## config.mk

```make
export PLATFORM = sky130hd
export DESIGN_NAME = spi_core_top
export DESIGN_NICKNAME = d
export VERILOG_FILES = /design/src/spi_reg_pkg.sv /design/src/spi_seq_pkg.sv /design/src/spi_bit_mem.sv /design/src/spi_core_top.sv /design/src/spi_reg_decode.sv /design/src/spi_shift_sequencer.sv
export SDC_FILE = /design/constraint.sdc
export NUM_CORES = 1
export LEC_CHECK = 0
export BUFFER_PORTS_ARGS = -buffer_cell sky130_fd_sc_hd__buf_2
export CAP_MARGIN = 20
export CELL_PAD_IN_SITES_DETAIL_PLACEMENT = 2
export CELL_PAD_IN_SITES_GLOBAL_PLACEMENT = 2
export CORE_UTILIZATION = 39
export DETAILED_ROUTE_END_ITERATION = 10
export GPL_ROUTABILITY_DRIVEN = 1
export PLACE_DENSITY_LB_ADDON = 0.1
export SLEW_MARGIN = 30
export SYNTH_ARGS = -nofsm -noshare
export SYNTH_HDL_FRONTEND = slang
export SYNTH_SLANG_ARGS = --single-unit
```

## constraint.sdc

```tcl
create_clock -name spi_clk -period 3.5 [get_ports spi_clk]
set_input_delay 0 -clock spi_clk [delete_from_list [all_inputs] [get_ports spi_clk]]
set_output_delay 0 -clock spi_clk [all_outputs]
set_load 0.02 [all_outputs]
```

## src/spi_reg_pkg.sv

```systemverilog
/*
 * SPI master register map
 * bus addresses, reset values of the configuration registers,
 * version code and sizing of the bit memories
 */
`default_nettype none

package spi_reg_pkg;

    // bytes held in each of the transmit and receive memories
    localparam int MEM_BYTES  = 2;
    localparam int MEM_BYTE_W = (MEM_BYTES > 1) ? $clog2(MEM_BYTES) : 1;

    // configuration registers
    localparam logic [15:0] ADDR_RESET   = 16'd0;
    localparam logic [15:0] ADDR_START   = 16'd1;
    localparam logic [15:0] ADDR_CLK_DIV = 16'd2;
    localparam logic [15:0] ADDR_BITS_LO = 16'd3;
    localparam logic [15:0] ADDR_BITS_HI = 16'd4;
    localparam logic [15:0] ADDR_WAIT_LO = 16'd5;
    localparam logic [15:0] ADDR_WAIT_HI = 16'd6;
    localparam logic [15:0] ADDR_REPEAT  = 16'd7;

    // memory windows, transmit first and receive right after it
    localparam logic [15:0] ADDR_TX_BASE = 16'd8;
    localparam logic [15:0] ADDR_RX_BASE = ADDR_TX_BASE + 16'(MEM_BYTES);
    localparam logic [15:0] ADDR_END     = ADDR_RX_BASE + 16'(MEM_BYTES);

    // read back at address 0
    localparam logic [7:0] VERSION = 8'h01;

    // one full memory per frame, sent once
    localparam logic [15:0] DEF_BITS   = 16'(8 * MEM_BYTES);
    localparam logic [7:0]  DEF_REPEAT = 8'd1;

endpackage

`default_nettype wire

```

## src/spi_seq_pkg.sv

```systemverilog
/*
 * SPI master sequencer constants
 * counter widths, bit address width and depth of the load-pulse detector
 */
`default_nettype none

package spi_seq_pkg;

    // frame counter covers bits plus the wait gap
    localparam int CNT_W = 16;

    // frames per transfer
    localparam int REP_W = 8;

    // addresses every bit of one memory
    localparam int BIT_ADDR_W = $clog2(8 * spi_reg_pkg::MEM_BYTES);

    // stages of the enable history used to find its falling edge
    localparam int LD_SYNC_W = 2;

endpackage

`default_nettype wire

```

## src/spi_bit_mem.sv

```systemverilog
/*
 * SPI master bit memories
 * transmit and receive bytes, written and read byte-wise from the bus,
 * read and captured bit-wise by the shift sequencer
 */
`timescale 1ns/1ns
`default_nettype none

module spi_bit_mem (
    input  wire                                spi_clk,
    input  wire                                rst,
    input  wire                                mem_wr,
    input  wire  [spi_reg_pkg::MEM_BYTE_W-1:0] mem_byte,
    input  wire  [7:0]                         mem_wdata,
    input  wire  [spi_seq_pkg::BIT_ADDR_W-1:0] bit_addr,
    input  wire                                cap_en,
    input  wire                                sdo,
    output logic                               tx_bit,
    output logic [7:0]                         tx_rdata_byte,
    output logic [7:0]                         rx_rdata_byte
);

    logic [7:0] tx_mem [spi_reg_pkg::MEM_BYTES];
    logic [7:0] rx_mem [spi_reg_pkg::MEM_BYTES];

    logic [spi_seq_pkg::BIT_ADDR_W-1:0] cap_addr;

    // sdo seen at the end of frame cycle n belongs to bit n-1
    assign cap_addr = bit_addr - 1'b1;

    always_ff @(posedge spi_clk) begin
        if (mem_wr) begin
            tx_mem[mem_byte] <= mem_wdata;
        end
    end

    always_ff @(posedge spi_clk) begin
        if (cap_en && !rst) begin
            rx_mem[cap_addr[spi_seq_pkg::BIT_ADDR_W-1:3]][cap_addr[2:0]] <= sdo;
        end
    end

    // upper address bits pick the byte, lower three the bit in it
    assign tx_bit = tx_mem[bit_addr[spi_seq_pkg::BIT_ADDR_W-1:3]][bit_addr[2:0]];

    assign tx_rdata_byte = tx_mem[mem_byte];
    assign rx_rdata_byte = rx_mem[mem_byte];

endmodule

`default_nettype wire

```

## src/spi_core_top.sv

```systemverilog
/*
 * SPI master core
 * byte-wide register bus in, SPI pins out, single clock domain
 */
`timescale 1ns/1ns
`default_nettype none

module spi_core_top (
    input  wire        spi_clk,
    input  wire        rst,
    input  wire [15:0] add,
    input  wire [7:0]  wdata,
    input  wire        wr,
    input  wire        rd,
    output wire [7:0]  rdata,
    input  wire        sdo,
    output wire        sclk,
    output wire        sdi,
    output wire        sen,
    output wire        sld
);

    wire                                start;
    wire                                soft_rst;
    wire [spi_seq_pkg::CNT_W-1:0]       bits;
    wire [spi_seq_pkg::CNT_W-1:0]       wait_len;
    wire [spi_seq_pkg::REP_W-1:0]       repeat_cnt;
    wire                                mem_wr;
    wire [spi_reg_pkg::MEM_BYTE_W-1:0]  mem_byte;
    wire [7:0]                          mem_wdata;
    wire [7:0]                          tx_rdata_byte;
    wire [7:0]                          rx_rdata_byte;
    wire [spi_seq_pkg::BIT_ADDR_W-1:0]  bit_addr;
    wire                                cap_en;
    wire                                tx_bit;
    wire                                frame_done;

    spi_reg_decode u_decode (
        .spi_clk       (spi_clk),
        .rst           (rst),
        .add           (add),
        .wdata         (wdata),
        .wr            (wr),
        .rd            (rd),
        .tx_rdata_byte (tx_rdata_byte),
        .rx_rdata_byte (rx_rdata_byte),
        .frame_done    (frame_done),
        .rdata         (rdata),
        .start         (start),
        .soft_rst      (soft_rst),
        .bits          (bits),
        .wait_len      (wait_len),
        .repeat_cnt    (repeat_cnt),
        .mem_wr        (mem_wr),
        .mem_byte      (mem_byte),
        .mem_wdata     (mem_wdata)
    );

    spi_shift_sequencer u_seq (
        .spi_clk    (spi_clk),
        .rst        (rst),
        .soft_rst   (soft_rst),
        .start      (start),
        .bits       (bits),
        .wait_len   (wait_len),
        .repeat_cnt (repeat_cnt),
        .tx_bit     (tx_bit),
        .sdo        (sdo),
        .bit_addr   (bit_addr),
        .cap_en     (cap_en),
        .frame_done (frame_done),
        .sclk       (sclk),
        .sdi        (sdi),
        .sen        (sen),
        .sld        (sld)
    );

    spi_bit_mem u_mem (
        .spi_clk       (spi_clk),
        .rst           (rst),
        .mem_wr        (mem_wr),
        .mem_byte      (mem_byte),
        .mem_wdata     (mem_wdata),
        .bit_addr      (bit_addr),
        .cap_en        (cap_en),
        .sdo           (sdo),
        .tx_bit        (tx_bit),
        .tx_rdata_byte (tx_rdata_byte),
        .rx_rdata_byte (rx_rdata_byte)
    );

endmodule

`default_nettype wire

```

## src/spi_reg_decode.sv

```systemverilog
/*
 * SPI master register decode
 * configuration registers, start and soft-reset strobes, done flag,
 * byte routing into the transmit memory and the registered read mux
 */
`timescale 1ns/1ns
`default_nettype none

module spi_reg_decode (
    input  wire         spi_clk,
    input  wire         rst,
    input  wire  [15:0] add,
    input  wire  [7:0]  wdata,
    input  wire         wr,
    input  wire         rd,
    input  wire  [7:0]  tx_rdata_byte,
    input  wire  [7:0]  rx_rdata_byte,
    input  wire         frame_done,
    output logic [7:0]  rdata,
    output logic        start,
    output logic        soft_rst,
    output logic [spi_seq_pkg::CNT_W-1:0]      bits,
    output logic [spi_seq_pkg::CNT_W-1:0]      wait_len,
    output logic [spi_seq_pkg::REP_W-1:0]      repeat_cnt,
    output logic                               mem_wr,
    output logic [spi_reg_pkg::MEM_BYTE_W-1:0] mem_byte,
    output logic [7:0]                         mem_wdata
);

    logic        clr;
    logic        done;
    logic [7:0]  clk_div;
    logic        in_tx;
    logic        in_rx;
    logic [15:0] tx_off;

    // memories keep the MSB of each byte at the lowest bit address
    function automatic logic [7:0] bit_rev(input logic [7:0] b);
        logic [7:0] r;
        for (int i = 0; i < 8; i++) begin
            r[i] = b[7 - i];
        end
        return r;
    endfunction

    assign soft_rst = wr && (add == spi_reg_pkg::ADDR_RESET);
    assign start    = wr && (add == spi_reg_pkg::ADDR_START);
    assign clr      = rst || soft_rst;

    assign in_tx  = (add >= spi_reg_pkg::ADDR_TX_BASE) && (add < spi_reg_pkg::ADDR_RX_BASE);
    assign in_rx  = (add >= spi_reg_pkg::ADDR_RX_BASE) && (add < spi_reg_pkg::ADDR_END);
    assign tx_off = add - spi_reg_pkg::ADDR_TX_BASE;

    // low offset bits pick the byte in either window
    assign mem_byte  = tx_off[spi_reg_pkg::MEM_BYTE_W-1:0];
    // receive window is read-only, so only transmit bytes get written
    assign mem_wr    = wr && in_tx;
    assign mem_wdata = bit_rev(wdata);

    always_ff @(posedge spi_clk) begin
        if (clr) begin
            clk_div    <= '0;
            bits       <= spi_reg_pkg::DEF_BITS;
            wait_len   <= '0;
            repeat_cnt <= spi_reg_pkg::DEF_REPEAT;
        end else if (wr) begin
            case (add)
                spi_reg_pkg::ADDR_CLK_DIV: clk_div         <= wdata;
                spi_reg_pkg::ADDR_BITS_LO: bits[7:0]       <= wdata;
                spi_reg_pkg::ADDR_BITS_HI: bits[15:8]      <= wdata;
                spi_reg_pkg::ADDR_WAIT_LO: wait_len[7:0]   <= wdata;
                spi_reg_pkg::ADDR_WAIT_HI: wait_len[15:8]  <= wdata;
                spi_reg_pkg::ADDR_REPEAT:  repeat_cnt      <= wdata;
                default: ;
            endcase
        end
    end

    // cleared by start, set again once the last frame has been loaded
    always_ff @(posedge spi_clk) begin
        if (clr) begin
            done <= 1'b1;
        end else if (start) begin
            done <= 1'b0;
        end else if (frame_done) begin
            done <= 1'b1;
        end
    end

    always_ff @(posedge spi_clk) begin
        if (rd) begin
            if (in_tx) begin
                rdata <= bit_rev(tx_rdata_byte);
            end else if (in_rx) begin
                rdata <= bit_rev(rx_rdata_byte);
            end else begin
                case (add)
                    spi_reg_pkg::ADDR_RESET:   rdata <= spi_reg_pkg::VERSION;
                    spi_reg_pkg::ADDR_START:   rdata <= {7'd0, done};
                    spi_reg_pkg::ADDR_CLK_DIV: rdata <= clk_div;
                    spi_reg_pkg::ADDR_BITS_LO: rdata <= bits[7:0];
                    spi_reg_pkg::ADDR_BITS_HI: rdata <= bits[15:8];
                    spi_reg_pkg::ADDR_WAIT_LO: rdata <= wait_len[7:0];
                    spi_reg_pkg::ADDR_WAIT_HI: rdata <= wait_len[15:8];
                    spi_reg_pkg::ADDR_REPEAT:  rdata <= repeat_cnt;
                    default:                   rdata <= '0;
                endcase
            end
        end
    end

    a_strobe_excl: assert property (@(posedge spi_clk) disable iff (rst)
        !(start && soft_rst));

    // sequencer may only report completion of a transfer still marked busy
    a_done_once: assert property (@(posedge spi_clk) disable iff (rst)
        frame_done |-> !done);

endmodule

`default_nettype wire

```

## src/spi_shift_sequencer.sv

```systemverilog
/*
 * SPI master shift sequencer
 * frame bit counter with wait gap and repeats, gated sclk,
 * falling-edge sdi and sen, and the sld load pulse after each frame
 */
`timescale 1ns/1ns
`default_nettype none

module spi_shift_sequencer (
    input  wire                               spi_clk,
    input  wire                               rst,
    input  wire                               soft_rst,
    input  wire                               start,
    input  wire  [spi_seq_pkg::CNT_W-1:0]     bits,
    input  wire  [spi_seq_pkg::CNT_W-1:0]     wait_len,
    input  wire  [spi_seq_pkg::REP_W-1:0]     repeat_cnt,
    input  wire                               tx_bit,
    input  wire                               sdo,
    output logic [spi_seq_pkg::BIT_ADDR_W-1:0] bit_addr,
    output logic                              cap_en,
    output logic                              frame_done,
    output logic                              sclk,
    output logic                              sdi,
    output logic                              sen,
    output logic                              sld
);

    logic                              clr;
    logic [spi_seq_pkg::CNT_W-1:0]     cnt;
    logic [spi_seq_pkg::CNT_W-1:0]     stop;
    logic                              at_stop;
    logic                              rep_start;
    logic                              rep_dly;
    logic                              en;
    logic [spi_seq_pkg::REP_W-1:0]     frame_idx;
    logic                              last_q;
    logic                              tx_q;
    logic [spi_seq_pkg::LD_SYNC_W-1:0] ld_sync;

    assign clr       = rst || soft_rst;
    assign stop      = bits + wait_len;
    assign at_stop   = (cnt != '0) && (cnt == stop);
    // repeat 0 keeps going until the next start or reset
    assign rep_start = at_stop && ((repeat_cnt == '0) || (frame_idx < repeat_cnt));

    always_ff @(posedge spi_clk) begin
        if (clr) begin
            rep_dly <= 1'b0;
        end else begin
            rep_dly <= rep_start;
        end
    end

    // 1..bits is the shift window, bits+1..stop the gap
    always_ff @(posedge spi_clk) begin
        if (clr) begin
            cnt <= '0;
        end else if (start) begin
            cnt <= 1;
        end else if (at_stop) begin
            cnt <= '0;
        end else if (rep_dly) begin
            cnt <= 1;
        end else if (cnt != '0) begin
            cnt <= cnt + 1'b1;
        end
    end

    always_ff @(posedge spi_clk) begin
        if (clr) begin
            en <= 1'b0;
        end else if (start || rep_dly) begin
            en <= 1'b1;
        end else if (cnt == bits) begin
            en <= 1'b0;
        end
    end

    // index of the frame in flight, first frame is 1
    always_ff @(posedge spi_clk) begin
        if (clr || start) begin
            frame_idx <= 1;
        end else if (rep_dly) begin
            frame_idx <= frame_idx + 1'b1;
        end
    end

    // decided when the enable drops, used two cycles later with sld
    always_ff @(posedge spi_clk) begin
        if (clr || start) begin
            last_q <= 1'b0;
        end else if (en && (cnt == bits)) begin
            last_q <= (repeat_cnt != '0) && (frame_idx >= repeat_cnt);
        end
    end

    always_ff @(posedge spi_clk) begin
        if (clr) begin
            ld_sync <= '0;
            sld     <= 1'b0;
        end else begin
            ld_sync <= {ld_sync[spi_seq_pkg::LD_SYNC_W-2:0], en};
            sld     <= ld_sync[spi_seq_pkg::LD_SYNC_W-1] && !ld_sync[spi_seq_pkg::LD_SYNC_W-2];
        end
    end

    // one cycle of read latency so cycle n of the frame carries bit n-1
    always_ff @(posedge spi_clk) begin
        tx_q <= tx_bit;
    end

    always_ff @(negedge spi_clk) begin
        if (rst) begin
            sen <= 1'b0;
            sdi <= 1'b0;
        end else begin
            sen <= en;
            sdi <= tx_q && en;
        end
    end

    // sen only moves while the clock is low, so the gate cannot glitch
    assign sclk       = spi_clk && sen;
    assign bit_addr   = cnt[spi_seq_pkg::BIT_ADDR_W-1:0];
    assign cap_en     = en;
    assign frame_done = sld && last_q;

    // capture lands at cnt-1, which has to stay inside the receive memory
    a_addr_range: assert property (@(posedge spi_clk) disable iff (clr)
        en |-> (cnt <= spi_seq_pkg::CNT_W'(8 * spi_reg_pkg::MEM_BYTES)));

    a_sdo_known: assert property (@(posedge spi_clk) disable iff (rst)
        cap_en |-> !$isunknown(sdo));

endmodule

`default_nettype wire

```

==> impl_metrics.json <==
{
  "outcome": "complete, no violations",
  "criticalPathCategory": "reg -> reg",
  "fmax_mhz": 315,
  "hold_class": "in -> reg",
  "firstDrtPassIters": 8,
  "gp_congestion": 0.934,
  "instances_no_fill": 1047,
  "synth_edf_count": 40,
  "synth.distinct_cells": 78,
  "drt-met1-wl_mm": 11.6,
  "layout_setup_ws_ns": 0.323,
  "fillers": 1914,
  "grt_max_degree": 42,
  "wl_per_cell_um": 25.2,
  "antenna_found_initial": 0,
  "portBuffers": 40,
  "die_area_um2": 18900,
  "maxSlewHeadroom_pct": 40.6,
  "synth_area_um2": 7160,
  "cts_tree": "built",
  "vias": 6216,
  "ctsResizeCount": 0,
  "critPathArrivalTime_ns": 3.61,
  "grt_overflow": 0,
  "placed_area_um2": 7500,
  "wl_met2_mm": 12.8,
  "io_pins": 41,
  "first_iter_violations": 415,
  "clkTransAtPathRegs_ns": 0.07,
  "placed_cells": 998,
  "grt_usage_pct": 29.6,
  "regArea_um2": 2860,
  "p_per_area_nw_per_um2": 462,
  "setup_violations": 0,
  "syn_area_per_cell_um2": 9.40,
  "synth_ff_type": "dfxtp_1",
  "async_flop_share_pct": 0,
  "hold_violations": 0,
  "most-common-layout-cells": "dfxtp_1, nor2_1, nand2_1",
  "crit_path_max_fanout": 15,
  "synth-seq-area-share_pct": 40.0,
  "dp_hpwl_mm": 18.9,
  "final_area_um2": 8320,
  "clock_latency_ns": 0.60,
  "final_antenna_net_count": 0,
  "skew_ns": 0.0442,
  "maxCapViolations": 0,
  "post-route-util_pct": 46.3,
  "wl_met3_mm": 1.11,
  "ir_drop_v": 0.000378,
  "pre_cts_slack_ns": 0.397,
  "final_common_cell": "dfxtp_1",
  "vias_per_cell": 5.94,
  "synth_warnings": 0,
  "die-height_um": 138,
  "syn2layout_area_growth_pct": 16.1,
  "drv_slew": 0,
  "worst_pin_slew_ns": 0.885,
  "finalCriticalPeriod_ns": 3.18,
  "cts_setup_buffers": 0,
  "synth-seq-cells": 123,
  "totalPowerFinal_mw": 3.84,
  "postRouteWirelength_mm": 26.4,
  "leakage_nw": 3.03,
  "dieWidth_um": 138,
  "synthCells": 762,
  "cp-start-kind": "flip-flop",
  "holdWs_ns": 0.00610,
  "required_ns": 3.93,
  "drc_errors": 0,
  "fin_setup_tns_ns": 0,
  "rsz0062_at_grt": "false",
  "highest_layer": "met4",
  "rows": 49,
  "grt_pass1_wl_mm": 40.3,
  "end_kind": "flip-flop",
  "initial_utilization_pct": 39.9,
  "syn-num-nets": 819,
  "nets": 862,
  "n_antenna_cell": 0,
  "cts_hold_repair.buffers": 13,
  "drive_gt1_share_pct": 17.6,
  "core_um2": 18000,
  "grt_pass1_vias": 6735,
  "multiInputGateArea_um2": 3970,
  "period_share_pct": 90.8
}
[final timing paths]
| check | from | to | slack, ns | cells past startpoint |
|---|---|---|---|---|
| setup / recovery | u_decode.bits[0] | u_seq.cnt[1] | 0.32 | 11 |
| hold / removal | add[2] | u_decode.rdata[0] | 0.006 | 3 |
| setup reg to reg | u_decode.bits[0] | u_seq.cnt[1] | 0.32 | 11 |
| hold reg to reg | u_seq.ld_sync[0] | u_seq.ld_sync[1] | 0.45 | 2 |
[cells by family (layout without fill, tap and decap cells)]
group / after synthesis / after routing / share of synthesized area (%)
compound gates: 157 / 157 / 15.1
simple gates: 295 / 295 / 22.0
mux: 34 / 34 / 5.76
buf+inv: 66 / 122 / 4.70
xor+xnor: 59 / 59 / 7.53
fa+ha+maj: 28 / 28 / 5.00
flops: 123 / 123 / 40.0
[Yosys cell counts (all sizes together), types with 2 or more instances]
cell | n | area [um^2]
mux4 | 5 | 113
a22oi | 14 | 105
a211oi | 10 | 85.1
a21oi | 53 | 265
a31oi | 5 | 37.5
dfxtp | 83 | 1660
a2111oi | 3 | 32.5
a221oi | 3 | 32.5
o21a | 6 | 45.0
mux2i | 21 | 210
o21bai | 4 | 30.0
xor2 | 33 | 297
nor2b | 13 | 81.3
a222oi | 8 | 80.1
nor2 | 86 | 365
buf | 27 | 189
ha | 27 | 338
o21ai | 19 | 98.8
o211ai | 3 | 22.5
xnor2 | 26 | 243
nand3 | 41 | 205
a41oi | 7 | 61.3
clkbuf | 18 | 68.8
nand2b | 7 | 43.8
nand2 | 68 | 263
nor4b | 2 | 32.5
mux2 | 8 | 90.1
a21boi | 2 | 15.0
and3 | 13 | 81.3
nand3b | 4 | 33.8
nor4 | 10 | 105
a21o | 9 | 67.6
a311oi | 2 | 17.5
a32o | 2 | 20.0
nand4 | 14 | 87.6
edfxtp | 40 | 1200
nor3 | 15 | 108
and4 | 6 | 52.6
or2 | 3 | 18.8
inv | 21 | 78.8
and2 | 8 | 55.1
[routing by layer]
layer  track usage, %  vias to the layer above
met4             14.7                        0
met5                0                        -
met2             48.4                      163
met1             37.1                     3147
met3             5.89                       55
li1                 -                     2851
[cell type report]
| class | count | share of cell area (%) |
|---|---|---|
| clock buffers | 22 | 6.12 |
| clock inverters | 16 | 2.30 |
| inverters | 20 | 0.902 |
| multi-input cells | 573 | 47.7 |
| flip-flops and latches | 123 | 34.4 |
| well taps | 229 | 3.44 |
| repair buffers | 64 | 5.14 |
[state kept, by name, indices dropped and copies added (netlist names), 2 cells and up, named ones only]
register,cells
u_decode.bits,16
u_decode.wait_len,16
u_mem.rx_mem,16
u_mem.tx_mem,16
u_seq.cnt,16
u_decode.clk_div,8
u_decode.rdata,8
u_decode.repeat_cnt,8
u_seq.frame_idx,8
u_seq.ld_sync,2
[critical path: stages (launching register included)]
cell and delay [ns]:
dfxtp_1 0.42, ha_1 0.22, inv_1 0.07, fa_1 0.39, nand2b_1 0.18, a21o_1 0.20, a211oi_2 0.28, a311oi_1 0.13
a2111oi_0 0.44, nand4_1 0.23, nand2_2 0.38, nor2_1 0.11
[power by group]
group          switching [mW]  internal (mW)  total (mW)
combinational           0.196         0.0934       0.289
clock                   0.788           1.28        2.07
sequential            0.00378           1.48        1.48
total                   0.987           2.86        3.84
Power figures use the tool's default switching activity.
